## config.mk

```make
export PLATFORM = sky130hd
export DESIGN_NAME = spi_reg_bridge
export DESIGN_NICKNAME = d
export VERILOG_FILES = /design/src/regs_pkg.sv /design/src/spi_pkg.sv /design/src/reg_bank.sv /design/src/spi_cmd_master.sv /design/src/spi_reg_bridge.sv /design/src/spi_slave.sv
export SDC_FILE = /design/constraint.sdc
export NUM_CORES = 1
export LEC_CHECK = 0
export BUFFER_PORTS_ARGS = -buffer_cell sky130_fd_sc_hd__buf_2
export CORE_MARGIN = 2
export CORE_UTILIZATION = 55
export CTS_BUF_LIST = sky130_fd_sc_hd__clkbuf_4
export DETAILED_ROUTE_END_ITERATION = 8
export GPL_ROUTABILITY_DRIVEN = 0
export GPL_TIMING_DRIVEN = 0
export PLACE_DENSITY_LB_ADDON = 0.2
export SLEW_MARGIN = 20
export SYNTH_ARGS = -nofsm -noshare
export SYNTH_HDL_FRONTEND = slang
export SYNTH_HIERARCHICAL = 1
export SYNTH_SLANG_ARGS = --single-unit
```

## constraint.sdc

```tcl
create_clock -name clk -period 3.6 [get_ports clk]
set_clock_uncertainty 0.1 [all_clocks]
set_input_delay 0.72 -clock clk [delete_from_list [all_inputs] [get_ports clk]]
set_output_delay 0.72 -clock clk [all_outputs]
set_load 0.05 [all_outputs]
```

## src/regs_pkg.sv

```systemverilog
// Register map and AXI4-Lite field types for the control register bank
// Addresses are register indices with no byte offset, so no alignment applies
package regs_pkg;

    // Eight control registers sit behind the bridge
    localparam int REG_COUNT = 8;

    // Register index as carried on awaddr and araddr
    typedef logic [2:0] reg_addr_t;

    // Width of one control register and of the AXI data bus
    typedef logic [7:0] reg_data_t;

    // AXI4-Lite response field
    typedef logic [1:0] axi_resp_t;

    // The bank only ever answers OKAY
    localparam axi_resp_t RESP_OKAY = 2'b00;

endpackage

```

## src/spi_pkg.sv

```systemverilog
// SPI framing definitions shared by the slave and the command parser
// Mode 0 only, and the filter length also sets the depth of the select history
package spi_pkg;

    // One byte as it travels over MOSI or MISO, MSB first
    typedef logic [7:0] spi_byte_t;

    // Bit position inside the byte currently on the wire
    typedef logic [2:0] bit_cnt_t;

    // Number of equal consecutive clk samples before a new SCK level counts
    // It is also the number of high select samples that end a frame
    localparam int SPI_FILTER_LEN = 8;

    // Command byte layout
    // Bit 7 set means a write, clear means a read
    localparam int CMD_WRITE_BIT = 7;

endpackage

```

## src/reg_bank.sv

```systemverilog
// AXI4-Lite slave with eight 8-bit read/write registers, cleared by reset
// Every access answers OKAY; write address and data may arrive in either order
`timescale 1ns/1ps

module reg_bank (
    input  logic                 clk,
    input  logic                 rst_n,
    input  regs_pkg::reg_addr_t  awaddr,
    input  logic                 awvalid,
    output logic                 awready,
    input  regs_pkg::reg_data_t  wdata,
    input  logic                 wvalid,
    output logic                 wready,
    output regs_pkg::axi_resp_t  bresp,
    output logic                 bvalid,
    input  logic                 bready,
    input  regs_pkg::reg_addr_t  araddr,
    input  logic                 arvalid,
    output logic                 arready,
    output regs_pkg::reg_data_t  rdata,
    output regs_pkg::axi_resp_t  rresp,
    output logic                 rvalid,
    input  logic                 rready
);
    import regs_pkg::*;

    reg_data_t regs [REG_COUNT];
    reg_addr_t awaddr_q;
    reg_data_t wdata_q;
    logic      aw_held;
    logic      w_held;
    logic      aw_hs;
    logic      w_hs;
    logic      do_write;
    reg_addr_t wr_addr;
    reg_data_t wr_data;

    assign aw_hs = awvalid && awready;
    assign w_hs  = wvalid && wready;

    // The write happens as soon as both halves are in, held or arriving now
    assign do_write = (aw_held || aw_hs) && (w_held || w_hs);
    assign wr_addr  = aw_held ? awaddr_q : awaddr;
    assign wr_data  = w_held ? wdata_q : wdata;

    // Write channels
    always_ff @(posedge clk) begin
        if (!rst_n) begin
            awready <= 1'b0;
            wready  <= 1'b0;
            aw_held <= 1'b0;
            w_held  <= 1'b0;
            bvalid  <= 1'b0;
            for (int i = 0; i < REG_COUNT; i++) begin
                regs[i] <= '0;
            end
        end else begin
            // Ready follows valid by one cycle and drops after the handshake
            awready <= awvalid && !awready && !aw_held && !bvalid;
            wready  <= wvalid && !wready && !w_held && !bvalid;
            if (do_write) begin
                regs[wr_addr] <= wr_data;
                aw_held       <= 1'b0;
                w_held        <= 1'b0;
                bvalid        <= 1'b1;
            end else begin
                if (aw_hs) begin
                    awaddr_q <= awaddr;
                    aw_held  <= 1'b1;
                end
                if (w_hs) begin
                    wdata_q <= wdata;
                    w_held  <= 1'b1;
                end
                if (bvalid && bready) begin
                    bvalid <= 1'b0;
                end
            end
        end
    end

    // Read channel, data is taken from the array when the address is accepted
    always_ff @(posedge clk) begin
        if (!rst_n) begin
            arready <= 1'b0;
            rvalid  <= 1'b0;
        end else begin
            arready <= arvalid && !arready && !rvalid;
            if (arvalid && arready) begin
                rdata  <= regs[araddr];
                rvalid <= 1'b1;
            end else if (rvalid && rready) begin
                rvalid <= 1'b0;
            end
        end
    end

    assign bresp = RESP_OKAY;
    assign rresp = RESP_OKAY;

endmodule

```

## src/spi_cmd_master.sv

```systemverilog
// SPI frame parser acting as AXI4-Lite master, one transaction outstanding at a time
// The master must leave enough clk cycles after a read command for the result to load
`timescale 1ns/1ps

module spi_cmd_master (
    input  logic                 clk,
    input  logic                 rst_n,
    input  spi_pkg::spi_byte_t   rx_byte,
    input  logic                 rx_valid,
    input  logic                 frame_active,
    output spi_pkg::spi_byte_t   tx_byte,
    output logic                 tx_load,
    output regs_pkg::reg_addr_t  awaddr,
    output logic                 awvalid,
    input  logic                 awready,
    output regs_pkg::reg_data_t  wdata,
    output logic                 wvalid,
    input  logic                 wready,
    input  regs_pkg::axi_resp_t  bresp,
    input  logic                 bvalid,
    output logic                 bready,
    output regs_pkg::reg_addr_t  araddr,
    output logic                 arvalid,
    input  logic                 arready,
    input  regs_pkg::reg_data_t  rdata,
    input  regs_pkg::axi_resp_t  rresp,
    input  logic                 rvalid,
    output logic                 rready
);
    import spi_pkg::*;
    import regs_pkg::*;

    typedef enum logic [2:0] {
        ST_IDLE,
        ST_WAIT_DATA,
        ST_WRITE_REQ,
        ST_WRITE_RESP,
        ST_READ_REQ,
        ST_READ_RESP,
        ST_LOAD,
        ST_IGNORE
    } state_t;

    state_t    state;
    reg_addr_t addr_q;
    reg_data_t wdata_q;
    reg_data_t rdata_q;
    logic      aw_done;
    logic      w_done;
    logic      aw_hs;
    logic      w_hs;

    // Address and data may be taken by the bank on different cycles
    assign aw_hs = awvalid && awready;
    assign w_hs  = wvalid && wready;

    always_ff @(posedge clk) begin
        if (!rst_n) begin
            state   <= ST_IDLE;
            aw_done <= 1'b0;
            w_done  <= 1'b0;
        end else begin
            case (state)
                ST_IDLE: begin
                    // First byte of a frame is the command
                    if (rx_valid) begin
                        addr_q <= rx_byte[$bits(reg_addr_t)-1:0];
                        if (rx_byte[CMD_WRITE_BIT]) begin
                            state <= ST_WAIT_DATA;
                        end else begin
                            state <= ST_READ_REQ;
                        end
                    end
                end
                ST_WAIT_DATA: begin
                    if (rx_valid) begin
                        wdata_q <= rx_byte;
                        state   <= ST_WRITE_REQ;
                    end else if (!frame_active) begin
                        // Write aborted after the command byte, nothing is written
                        state <= ST_IDLE;
                    end
                end
                ST_WRITE_REQ: begin
                    if ((aw_done || aw_hs) && (w_done || w_hs)) begin
                        aw_done <= 1'b0;
                        w_done  <= 1'b0;
                        state   <= ST_WRITE_RESP;
                    end else begin
                        aw_done <= aw_done || aw_hs;
                        w_done  <= w_done || w_hs;
                    end
                end
                ST_WRITE_RESP: begin
                    // Every response is OKAY, the write is done once bvalid arrives
                    if (bvalid) begin
                        state <= ST_IGNORE;
                    end
                end
                ST_READ_REQ: begin
                    if (arready) begin
                        state <= ST_READ_RESP;
                    end
                end
                ST_READ_RESP: begin
                    if (rvalid) begin
                        rdata_q <= rdata;
                        state   <= ST_LOAD;
                    end
                end
                ST_LOAD: begin
                    state <= ST_IGNORE;
                end
                default: begin
                    // Trailing bytes are dropped until select goes away
                    if (!frame_active) begin
                        state <= ST_IDLE;
                    end
                end
            endcase
        end
    end

    // Payloads come straight from the latched command, stable while valid is up
    assign awaddr  = addr_q;
    assign araddr  = addr_q;
    assign wdata   = wdata_q;
    assign awvalid = (state == ST_WRITE_REQ) && !aw_done;
    assign wvalid  = (state == ST_WRITE_REQ) && !w_done;
    assign arvalid = (state == ST_READ_REQ);
    assign bready  = 1'b1;
    assign rready  = 1'b1;

    // Read result goes to the SPI slave for the next byte
    assign tx_byte = rdata_q;
    assign tx_load = (state == ST_LOAD);

endmodule

```

## src/spi_reg_bridge.sv

```systemverilog
// SPI mode 0 to register bridge, the SPI master drives all four pins
// MISO is low outside a frame and is not tri-stated here
`timescale 1ns/1ps

module spi_reg_bridge (
    input  logic clk,
    input  logic rst_n,
    input  logic spi_sck,
    input  logic spi_ss_n,
    input  logic spi_mosi,
    output logic spi_miso
);
    import spi_pkg::*;
    import regs_pkg::*;

    spi_byte_t rx_byte;
    spi_byte_t tx_byte;
    logic      rx_valid;
    logic      frame_active;
    logic      tx_load;

    // Internal AXI4-Lite link from the parser to the bank
    reg_addr_t awaddr;
    logic      awvalid;
    logic      awready;
    reg_data_t wdata;
    logic      wvalid;
    logic      wready;
    axi_resp_t bresp;
    logic      bvalid;
    logic      bready;
    reg_addr_t araddr;
    logic      arvalid;
    logic      arready;
    reg_data_t rdata;
    axi_resp_t rresp;
    logic      rvalid;
    logic      rready;

    spi_slave u_spi_slave (
        .clk          (clk),
        .rst_n        (rst_n),
        .sck          (spi_sck),
        .ss_n         (spi_ss_n),
        .mosi         (spi_mosi),
        .miso         (spi_miso),
        .rx_byte      (rx_byte),
        .rx_valid     (rx_valid),
        .frame_active (frame_active),
        .tx_byte      (tx_byte),
        .tx_load      (tx_load)
    );

    spi_cmd_master u_spi_cmd_master (
        .clk          (clk),
        .rst_n        (rst_n),
        .rx_byte      (rx_byte),
        .rx_valid     (rx_valid),
        .frame_active (frame_active),
        .tx_byte      (tx_byte),
        .tx_load      (tx_load),
        .awaddr       (awaddr),
        .awvalid      (awvalid),
        .awready      (awready),
        .wdata        (wdata),
        .wvalid       (wvalid),
        .wready       (wready),
        .bresp        (bresp),
        .bvalid       (bvalid),
        .bready       (bready),
        .araddr       (araddr),
        .arvalid      (arvalid),
        .arready      (arready),
        .rdata        (rdata),
        .rresp        (rresp),
        .rvalid       (rvalid),
        .rready       (rready)
    );

    reg_bank u_reg_bank (
        .clk     (clk),
        .rst_n   (rst_n),
        .awaddr  (awaddr),
        .awvalid (awvalid),
        .awready (awready),
        .wdata   (wdata),
        .wvalid  (wvalid),
        .wready  (wready),
        .bresp   (bresp),
        .bvalid  (bvalid),
        .bready  (bready),
        .araddr  (araddr),
        .arvalid (arvalid),
        .arready (arready),
        .rdata   (rdata),
        .rresp   (rresp),
        .rvalid  (rvalid),
        .rready  (rready)
    );

endmodule

```

## src/spi_slave.sv

```systemverilog
// Mode 0 SPI slave oversampled by clk, so SCK must stay well below clk / (2 * filter length)
// SCK and select are sampled straight from the pins, their history acts as the synchronizer
`timescale 1ns/1ps

module spi_slave (
    input  logic               clk,
    input  logic               rst_n,
    input  logic               sck,
    input  logic               ss_n,
    input  logic               mosi,
    output logic               miso,
    output spi_pkg::spi_byte_t rx_byte,
    output logic               rx_valid,
    output logic               frame_active,
    input  spi_pkg::spi_byte_t tx_byte,
    input  logic               tx_load
);
    import spi_pkg::*;

    logic [SPI_FILTER_LEN-1:0] sck_hist;
    logic [SPI_FILTER_LEN-1:0] ss_hist;
    logic                      sck_state;
    logic                      sck_rise;
    logic                      sck_fall;
    bit_cnt_t                  bit_cnt;
    spi_byte_t                 rx_shift;
    spi_byte_t                 tx_shift;

    // Sample histories of the raw pins, newest sample in bit 0
    always_ff @(posedge clk) begin
        if (!rst_n) begin
            sck_hist <= '0;
            ss_hist  <= '1;
        end else begin
            sck_hist <= {sck_hist[SPI_FILTER_LEN-2:0], sck};
            ss_hist  <= {ss_hist[SPI_FILTER_LEN-2:0], ss_n};
        end
    end

    // A new SCK level is only taken once the whole history agrees with it
    // Shorter pulses never fill the history and are lost
    assign sck_rise = !sck_state && (&sck_hist);
    assign sck_fall = sck_state && !(|sck_hist);

    // Select is biased towards staying active
    // The frame ends only when every recent sample is high
    assign frame_active = !(&ss_hist);

    // Bit counter, accepted SCK level and the transmit register
    always_ff @(posedge clk) begin
        if (!rst_n) begin
            sck_state <= 1'b0;
            bit_cnt   <= '0;
            rx_valid  <= 1'b0;
            tx_shift  <= '0;
        end else begin
            rx_valid <= 1'b0;
            if (!frame_active) begin
                // Between frames everything restarts at bit 0 with nothing to send
                sck_state <= 1'b0;
                bit_cnt   <= '0;
                tx_shift  <= '0;
            end else begin
                if (sck_rise) begin
                    sck_state <= 1'b1;
                    bit_cnt   <= bit_cnt + 1'b1;
                    if (bit_cnt == '1) begin
                        // Byte boundary, an unloaded next byte goes out as zero
                        rx_valid <= 1'b1;
                        tx_shift <= '0;
                    end
                end else if (sck_fall) begin
                    sck_state <= 1'b0;
                    // No shift after the last bit, the next byte starts from a load
                    if (bit_cnt != '0) begin
                        tx_shift <= {tx_shift[6:0], 1'b0};
                    end
                end
                // The parser only loads between bytes
                if (tx_load && bit_cnt == '0) begin
                    tx_shift <= tx_byte;
                end
            end
        end
    end

    // MOSI is captured on the accepted rising edge, MSB first
    always_ff @(posedge clk) begin
        if (frame_active && sck_rise) begin
            rx_shift <= {rx_shift[6:0], mosi};
        end
    end

    assign rx_byte = rx_shift;
    assign miso    = frame_active & tx_shift[7];

endmodule

```

==> results of run 1 <==
-- worst max-delay path: cells and delay by family, from the launching register on --
family,cells,cell delay (ns)
and+or+nand+nor,3,0.85
buffers and inverters,2,0.57
AOI/OAI and AO/OA,2,0.49
DFF,1,0.46
-- power by group through the flow --
stage | sequential, mW | combinational, mW | clock, mW
5_1_grt | 1.89 | 0.0697 | 1.17
6_report | 1.89 | 0.0625 | 1.07
3_5_place_dp | 1.93 | 0.0631 | 0
3_3_place_gp | 1.92 | 0.0619 | 0
2_1_floorplan | 1.92 | 0.0423 | 0
4_1_cts | 1.89 | 0.0634 | 1.10
-- flip-flops by register name, indices dropped and copies added (netlist names), 3 cells and up --
name / cells
u_reg_bank/regs: 64
u_reg_bank/rdata: 8
u_reg_bank/wdata_q: 8
u_spi_cmd_master/tx_byte: 8
u_spi_cmd_master/wdata: 8
u_spi_slave/rx_byte: 8
u_spi_slave/sck_hist: 8
u_spi_slave/ss_hist: 8
u_spi_slave/tx_shift: 8
u_reg_bank/awaddr_q: 3
u_spi_cmd_master/araddr: 3
u_spi_cmd_master/state: 3
u_spi_slave/bit_cnt: 3
-- layout make-up --
class	instances	area share, %
flip-flops and latches	151	60.3
multi-input cells	278	28.9
plain buffers	33	3.04
well taps	143	2.62
clock inverters	13	2.29
clock buffers	19	2.09
repair buffers	6	0.439
inverters	5	0.274
diodes	1	0.0366
-- per-stage QoR --
step	instance area, sq um	total power, mW	instances	util, %
2_1_floorplan	6320	1.96	467	-
3_3_place_gp	6520	1.99	615	57.6
3_5_place_dp	6530	1.99	616	57.7
4_1_cts	6830	3.05	648	60.3
5_1_grt	6840	3.13	649	60.4
6_report	6840	3.02	649	60.4
-- final timing paths --
kind	from	to	depth (start not counted)
worst max-delay path	u_spi_cmd_master/state[2]$_SDFFE_PN0P_	u_reg_bank/wdata_q[0]$_DFFE_PP_	7
worst min-delay path	spi_mosi	u_spi_slave/rx_byte[0]$_DFFE_PP_	1
worst max register to register	u_spi_cmd_master/state[2]$_SDFFE_PN0P_	u_reg_bank/wdata_q[0]$_DFFE_PP_	7
worst min register to register	u_reg_bank/rdata[7]$_DFFE_PP_	u_spi_cmd_master/tx_byte[7]$_DFFE_PP_	0
-- layer usage --
metal / part of all wire, % / routed length (microns) / up-vias / GRT usage (%)
met5: 0 / 0 / - / 0
met4: 2.0 / 232 / 0 / 8.23
met3: 5.9 / 687 / 17 / 6.94
met2: 48 / 5650 / 115 / 33.7
met1: 44 / 5090 / 1818 / 25.9
li1: - / - / 1800 / -
==> results.json, run 1 <==
{
  "worst_slew_margin_rel_pct": 35.5,
  "nNetsFinal": 500,
  "grt_pass1_wl_microns": 19400,
  "finalHoldViolCount": 0,
  "crit_required_ns": 3.69,
  "rsz0062_at_grt": "no",
  "status": "finished, final reports clean",
  "p_leak_nw": 2.30,
  "worstSetupEndpointType": "register",
  "power_switching_share_pct": 20.8,
  "dr.pass1.iters": 5,
  "p_sw_mw": 0.627,
  "multiInputGateArea_sq_um": 1980,
  "clock.fmax_mhz": 352,
  "worstMarginPinSlew_ns": 0.959,
  "setup_ws_ns": 0.762,
  "die_w_microns": 111,
  "pwr-share-seq_pct": 62.5,
  "mostFrequentLayoutCell": "edfxtp_1",
  "port-buffer-count": 5,
  "root_buffer": "clkbuf_4",
  "drt_wl_total_microns": 11700,
  "fp.dieH_microns": 111,
  "clock_sinks": 151,
  "start_util_pct": 55.8,
  "rows": 39,
  "die-area_sq_um": 12400,
  "worstPathArrival_ns": 2.93,
  "drv_cap": 0,
  "wl_per_cell_microns": 18.0,
  "critical_path_class": "reg -> reg",
  "final_cell_mix": "edfxtp_1, nor2_1, dfxtp_1",
  "p_int_mw": 2.39,
  "pwr-share-comb_pct": 2.1,
  "grt_overflow_total": 0,
  "setup-tns-final_ns": 0,
  "holdBufCountCts": 0,
  "dp_hpwl_microns": 8230,
  "hp-class": "in -> reg",
  "place_ws_ns": 0.613,
  "post_cts_buffers": 0,
  "grt_max_degree": 22,
  "clock_latency_ns": 0.55,
  "cp-start-kind": "register",
  "ys_warn_count": 6,
  "drc": 0,
  "fill_cells": 916,
  "boundaryPins": 6,
  "viasPerCell": 5.78,
  "clock_path_buffers": 2,
  "antenna_found_initial": 1,
  "critPathSlowestCell": "nor2_1",
  "clk_pin_slew_ns": 0.11,
  "coreArea_sq_um": 11300,
  "drive_above_1_share_pct": 14.7,
  "setup_viol": 0,
  "grt_pass1_vias": 3830,
  "syn_inst": 466,
  "holdWs_ns": 0.240,
  "post-route-min-period_ns": 2.84,
  "post_synth.cell_area_avg_sq_um": 13.5,
  "clkPwrFrac_pct": 35.5,
  "fin_crit_sh_pct": 78.8,
  "area_growth_pct": 8.32,
  "cts_tree": "built",
  "cp_max_fo": 10,
  "via_count": 3750,
  "drv_slew": 0,
  "power_density_nw_per_um2": 442,
  "crit_chain": "buf_4 > or3_1 > nor2_1 > a21oi_1 > clkbuf_1 > o21ai_0 > nor2_1",
  "syn_area_sq_um": 6310,
  "cp_slowest_stage_delay_ns": 0.62,
  "drtAntennaViolNets": 0,
  "grtUsageTotal_pct": 20.8,
  "cts-resized-gates": 0,
  "peakVddDrop_uv": 331,
  "crit_top_cell": "nor2_1",
  "cts_made_buffers": 17,
  "r2r_slack_ns": 0.76,
  "ctsHtreeMaxLevel": 4,
  "drtIter0Drc": 387,
  "seqCellArea_sq_um": 4120
}
Power figures use the tool's default switching activity.
==> inputs of run 2 (changes only) <==
- clock period: 3.6 -> 2.32 ns (I/O delays scaled with it)
==> results.json, run 2 (same netlist as run 1, synthesis figures left out) <==
{
  "drc": 0,
  "power.total_mw": 4.73,
  "top_usage_layer": "met2",
  "crit_required_ns": 2.50,
  "clkPwrFrac_pct": 35.1,
  "cp_max_fo": 10,
  "place_inst": 616,
  "clk_pin_slew_ns": 0.12,
  "worstMarginPinSlew_ns": 1.04,
  "grt_use_met3_pct": 6.72,
  "nNetsFinal": 516,
  "cp-start-kind": "register",
  "final_util_pct": 64.7,
  "status": "finished, final reports clean",
  "drtIter0Drc": 385,
  "clock_path_buffers": 2,
  "cts_made_buffers": 17,
  "grt_overflow_total": 0,
  "peakVddDrop_uv": 417,
  "setup-tns-final_ns": 0,
  "insertedDiodeCount": 0,
  "power_switching_share_pct": 21.2,
  "drtAntennaViolNets": 0,
  "fin_cells": 664,
  "port-buffer-count": 5,
  "root_buffer": "clkbuf_4",
  "hp-class": "in -> reg",
  "crit_buf_inv": 2,
  "fill_cells": 833,
  "fp.dieH_microns": 111,
  "pwr-share-comb_pct": 3.1,
  "crit_top_cell": "buf_4",
  "grt_pass1_vias": 3907,
  "dr.pass1.iters": 6,
  "via_count": 3982,
  "pwr-share-seq_pct": 61.8,
  "grtUsageMet1_pct": 26.7,
  "drt_wl_total_microns": 12900,
  "power_density_nw_per_um2": 646,
  "drv_slew": 0,
  "clock_latency_ns": 0.56,
  "fin_crit_sh_pct": 99.5,
  "dp_hpwl_microns": 8150,
  "p_int_mw": 3.73,
  "worstPathArrival_ns": 2.49,
  "post-route-min-period_ns": 2.31,
  "worst_slew_margin_rel_pct": 30.6,
  "die_w_microns": 111,
  "finalHoldViolCount": 0,
  "mostFrequentLayoutCell": "edfxtp_1",
  "setup_viol": 0,
  "p_leak_nw": 2.49,
  "largest_reg_flops": 64,
  "crit_chain": "buf_4 > or3_4 > nor2_4 > a21o_1 > nand3_4 > o21ai_4 > buf_4",
  "worstSetupEndpointType": "register",
  "final_cell_mix": "edfxtp_1, nor2_1, dfxtp_1",
  "clock.fmax_mhz": 433,
  "grtUsageTotal_pct": 21.3,
  "grt_pass1_wl_microns": 19900,
  "drive_above_1_share_pct": 25.7,
  "die-area_sq_um": 12400,
  "cts_tree": "built",
  "area_growth_pct": 16.1,
  "critPathTopFamily": "simple AND/OR/NAND/NOR gates",
  "rows": 39,
  "cp_slowest_stage_delay_ns": 0.43,
  "boundaryPins": 6,
  "p_sw_mw": 1.00,
  "antenna_found_initial": 0,
  "ctsHtreeMaxLevel": 4,
  "coreArea_sq_um": 11300,
  "grtUsageMet2_pct": 32.5,
  "critical_path_class": "reg -> reg",
  "r2r_slack_ns": 0.01,
  "drv_cap": 0,
  "critPathSlowestCell": "or3_4",
  "start_util_pct": 55.8,
  "clock_sinks": 151,
  "grt_max_degree": 22,
  "viasPerCell": 6.00,
  "regMostFlops": "u_reg_bank/regs",
  "wl_per_cell_microns": 19.5
}
run 2: final cells by class:
type | instances | area, sq um | share of cell area, %
timing repair buffer | 30 | 294 | 4.01
sequential | 151 | 4130 | 56.4
clock inverter | 14 | 156 | 2.13
inverter | 5 | 18.8 | 0.256
multi-input combinational | 278 | 2220 | 30.3
clock buffer | 18 | 135 | 1.84
tap | 143 | 179 | 2.44
buffer | 25 | 196 | 2.68
run 2: what timing repair did:
item	4_1_cts	5_1_grt
gates cloned	0	2
gates resized for setup	37	35
endpoints found under the hold margin	3	0
setup endpoints to repair	142	140
buffers inserted	13	6
pin swaps	11	7
hold buffers	3	0
run 2: final timing paths:
check	from	to	cells past startpoint
max	u_spi_cmd_master/state[2]$_SDFFE_PN0P_	u_reg_bank/regs[5][4]$_SDFFCE_PN0P_	7
min reg2reg	u_reg_bank/rdata[0]$_DFFE_PP_	u_spi_cmd_master/tx_byte[0]$_DFFE_PP_	0
max reg2reg	u_spi_cmd_master/state[2]$_SDFFE_PN0P_	u_reg_bank/regs[5][4]$_SDFFCE_PN0P_	7
min	rst_n	u_spi_slave/ss_hist[4]$_SDFF_PN1_	2
run 2: metrics by stage:
stage / setup slack, ns / cell area (sq um) / hold slack [ns]
detailed placement: -0.634 / 6530 / 0.306
floorplan: -0.116 / 6320 / 0.300
finish: 0.0125 / 7330 / 0.197
global route: -0.0267 / 7330 / 0.157
global placement: -0.744 / 6520 / 0.302
CTS: -0.0467 / 7150 / 0.146
run 2: worst reg2reg max path: stages (launching register included):
cell and delay (ns):
dfxtp_4 0.37, buf_4 0.17, or3_4 0.43, nor2_4 0.14
a21o_1 0.24, nand3_4 0.18, o21ai_4 0.24, buf_4 0.18
run 2: layer usage:
| layer | part of all wire [%] | wire length (microns) | vias up |
|---|---|---|---|
| li1 | - | - | 1833 |
| met1 | 41 | 5300 | 1957 |
| met2 | 48 | 6270 | 150 |
| met3 | 5.8 | 744 | 42 |
| met4 | 4.8 | 617 | 0 |
| met5 | 0 | 0 | - |
run 2: power groups by stage:
stage	combinational (mW)	clock, mW	sequential (mW)
after floorplan	0.0657	0	2.98
after global placement	0.0948	0	2.99
after detailed placement	0.0991	0	2.99
after CTS	0.144	1.70	2.93
after global routing	0.157	1.81	2.93
final	0.148	1.66	2.92
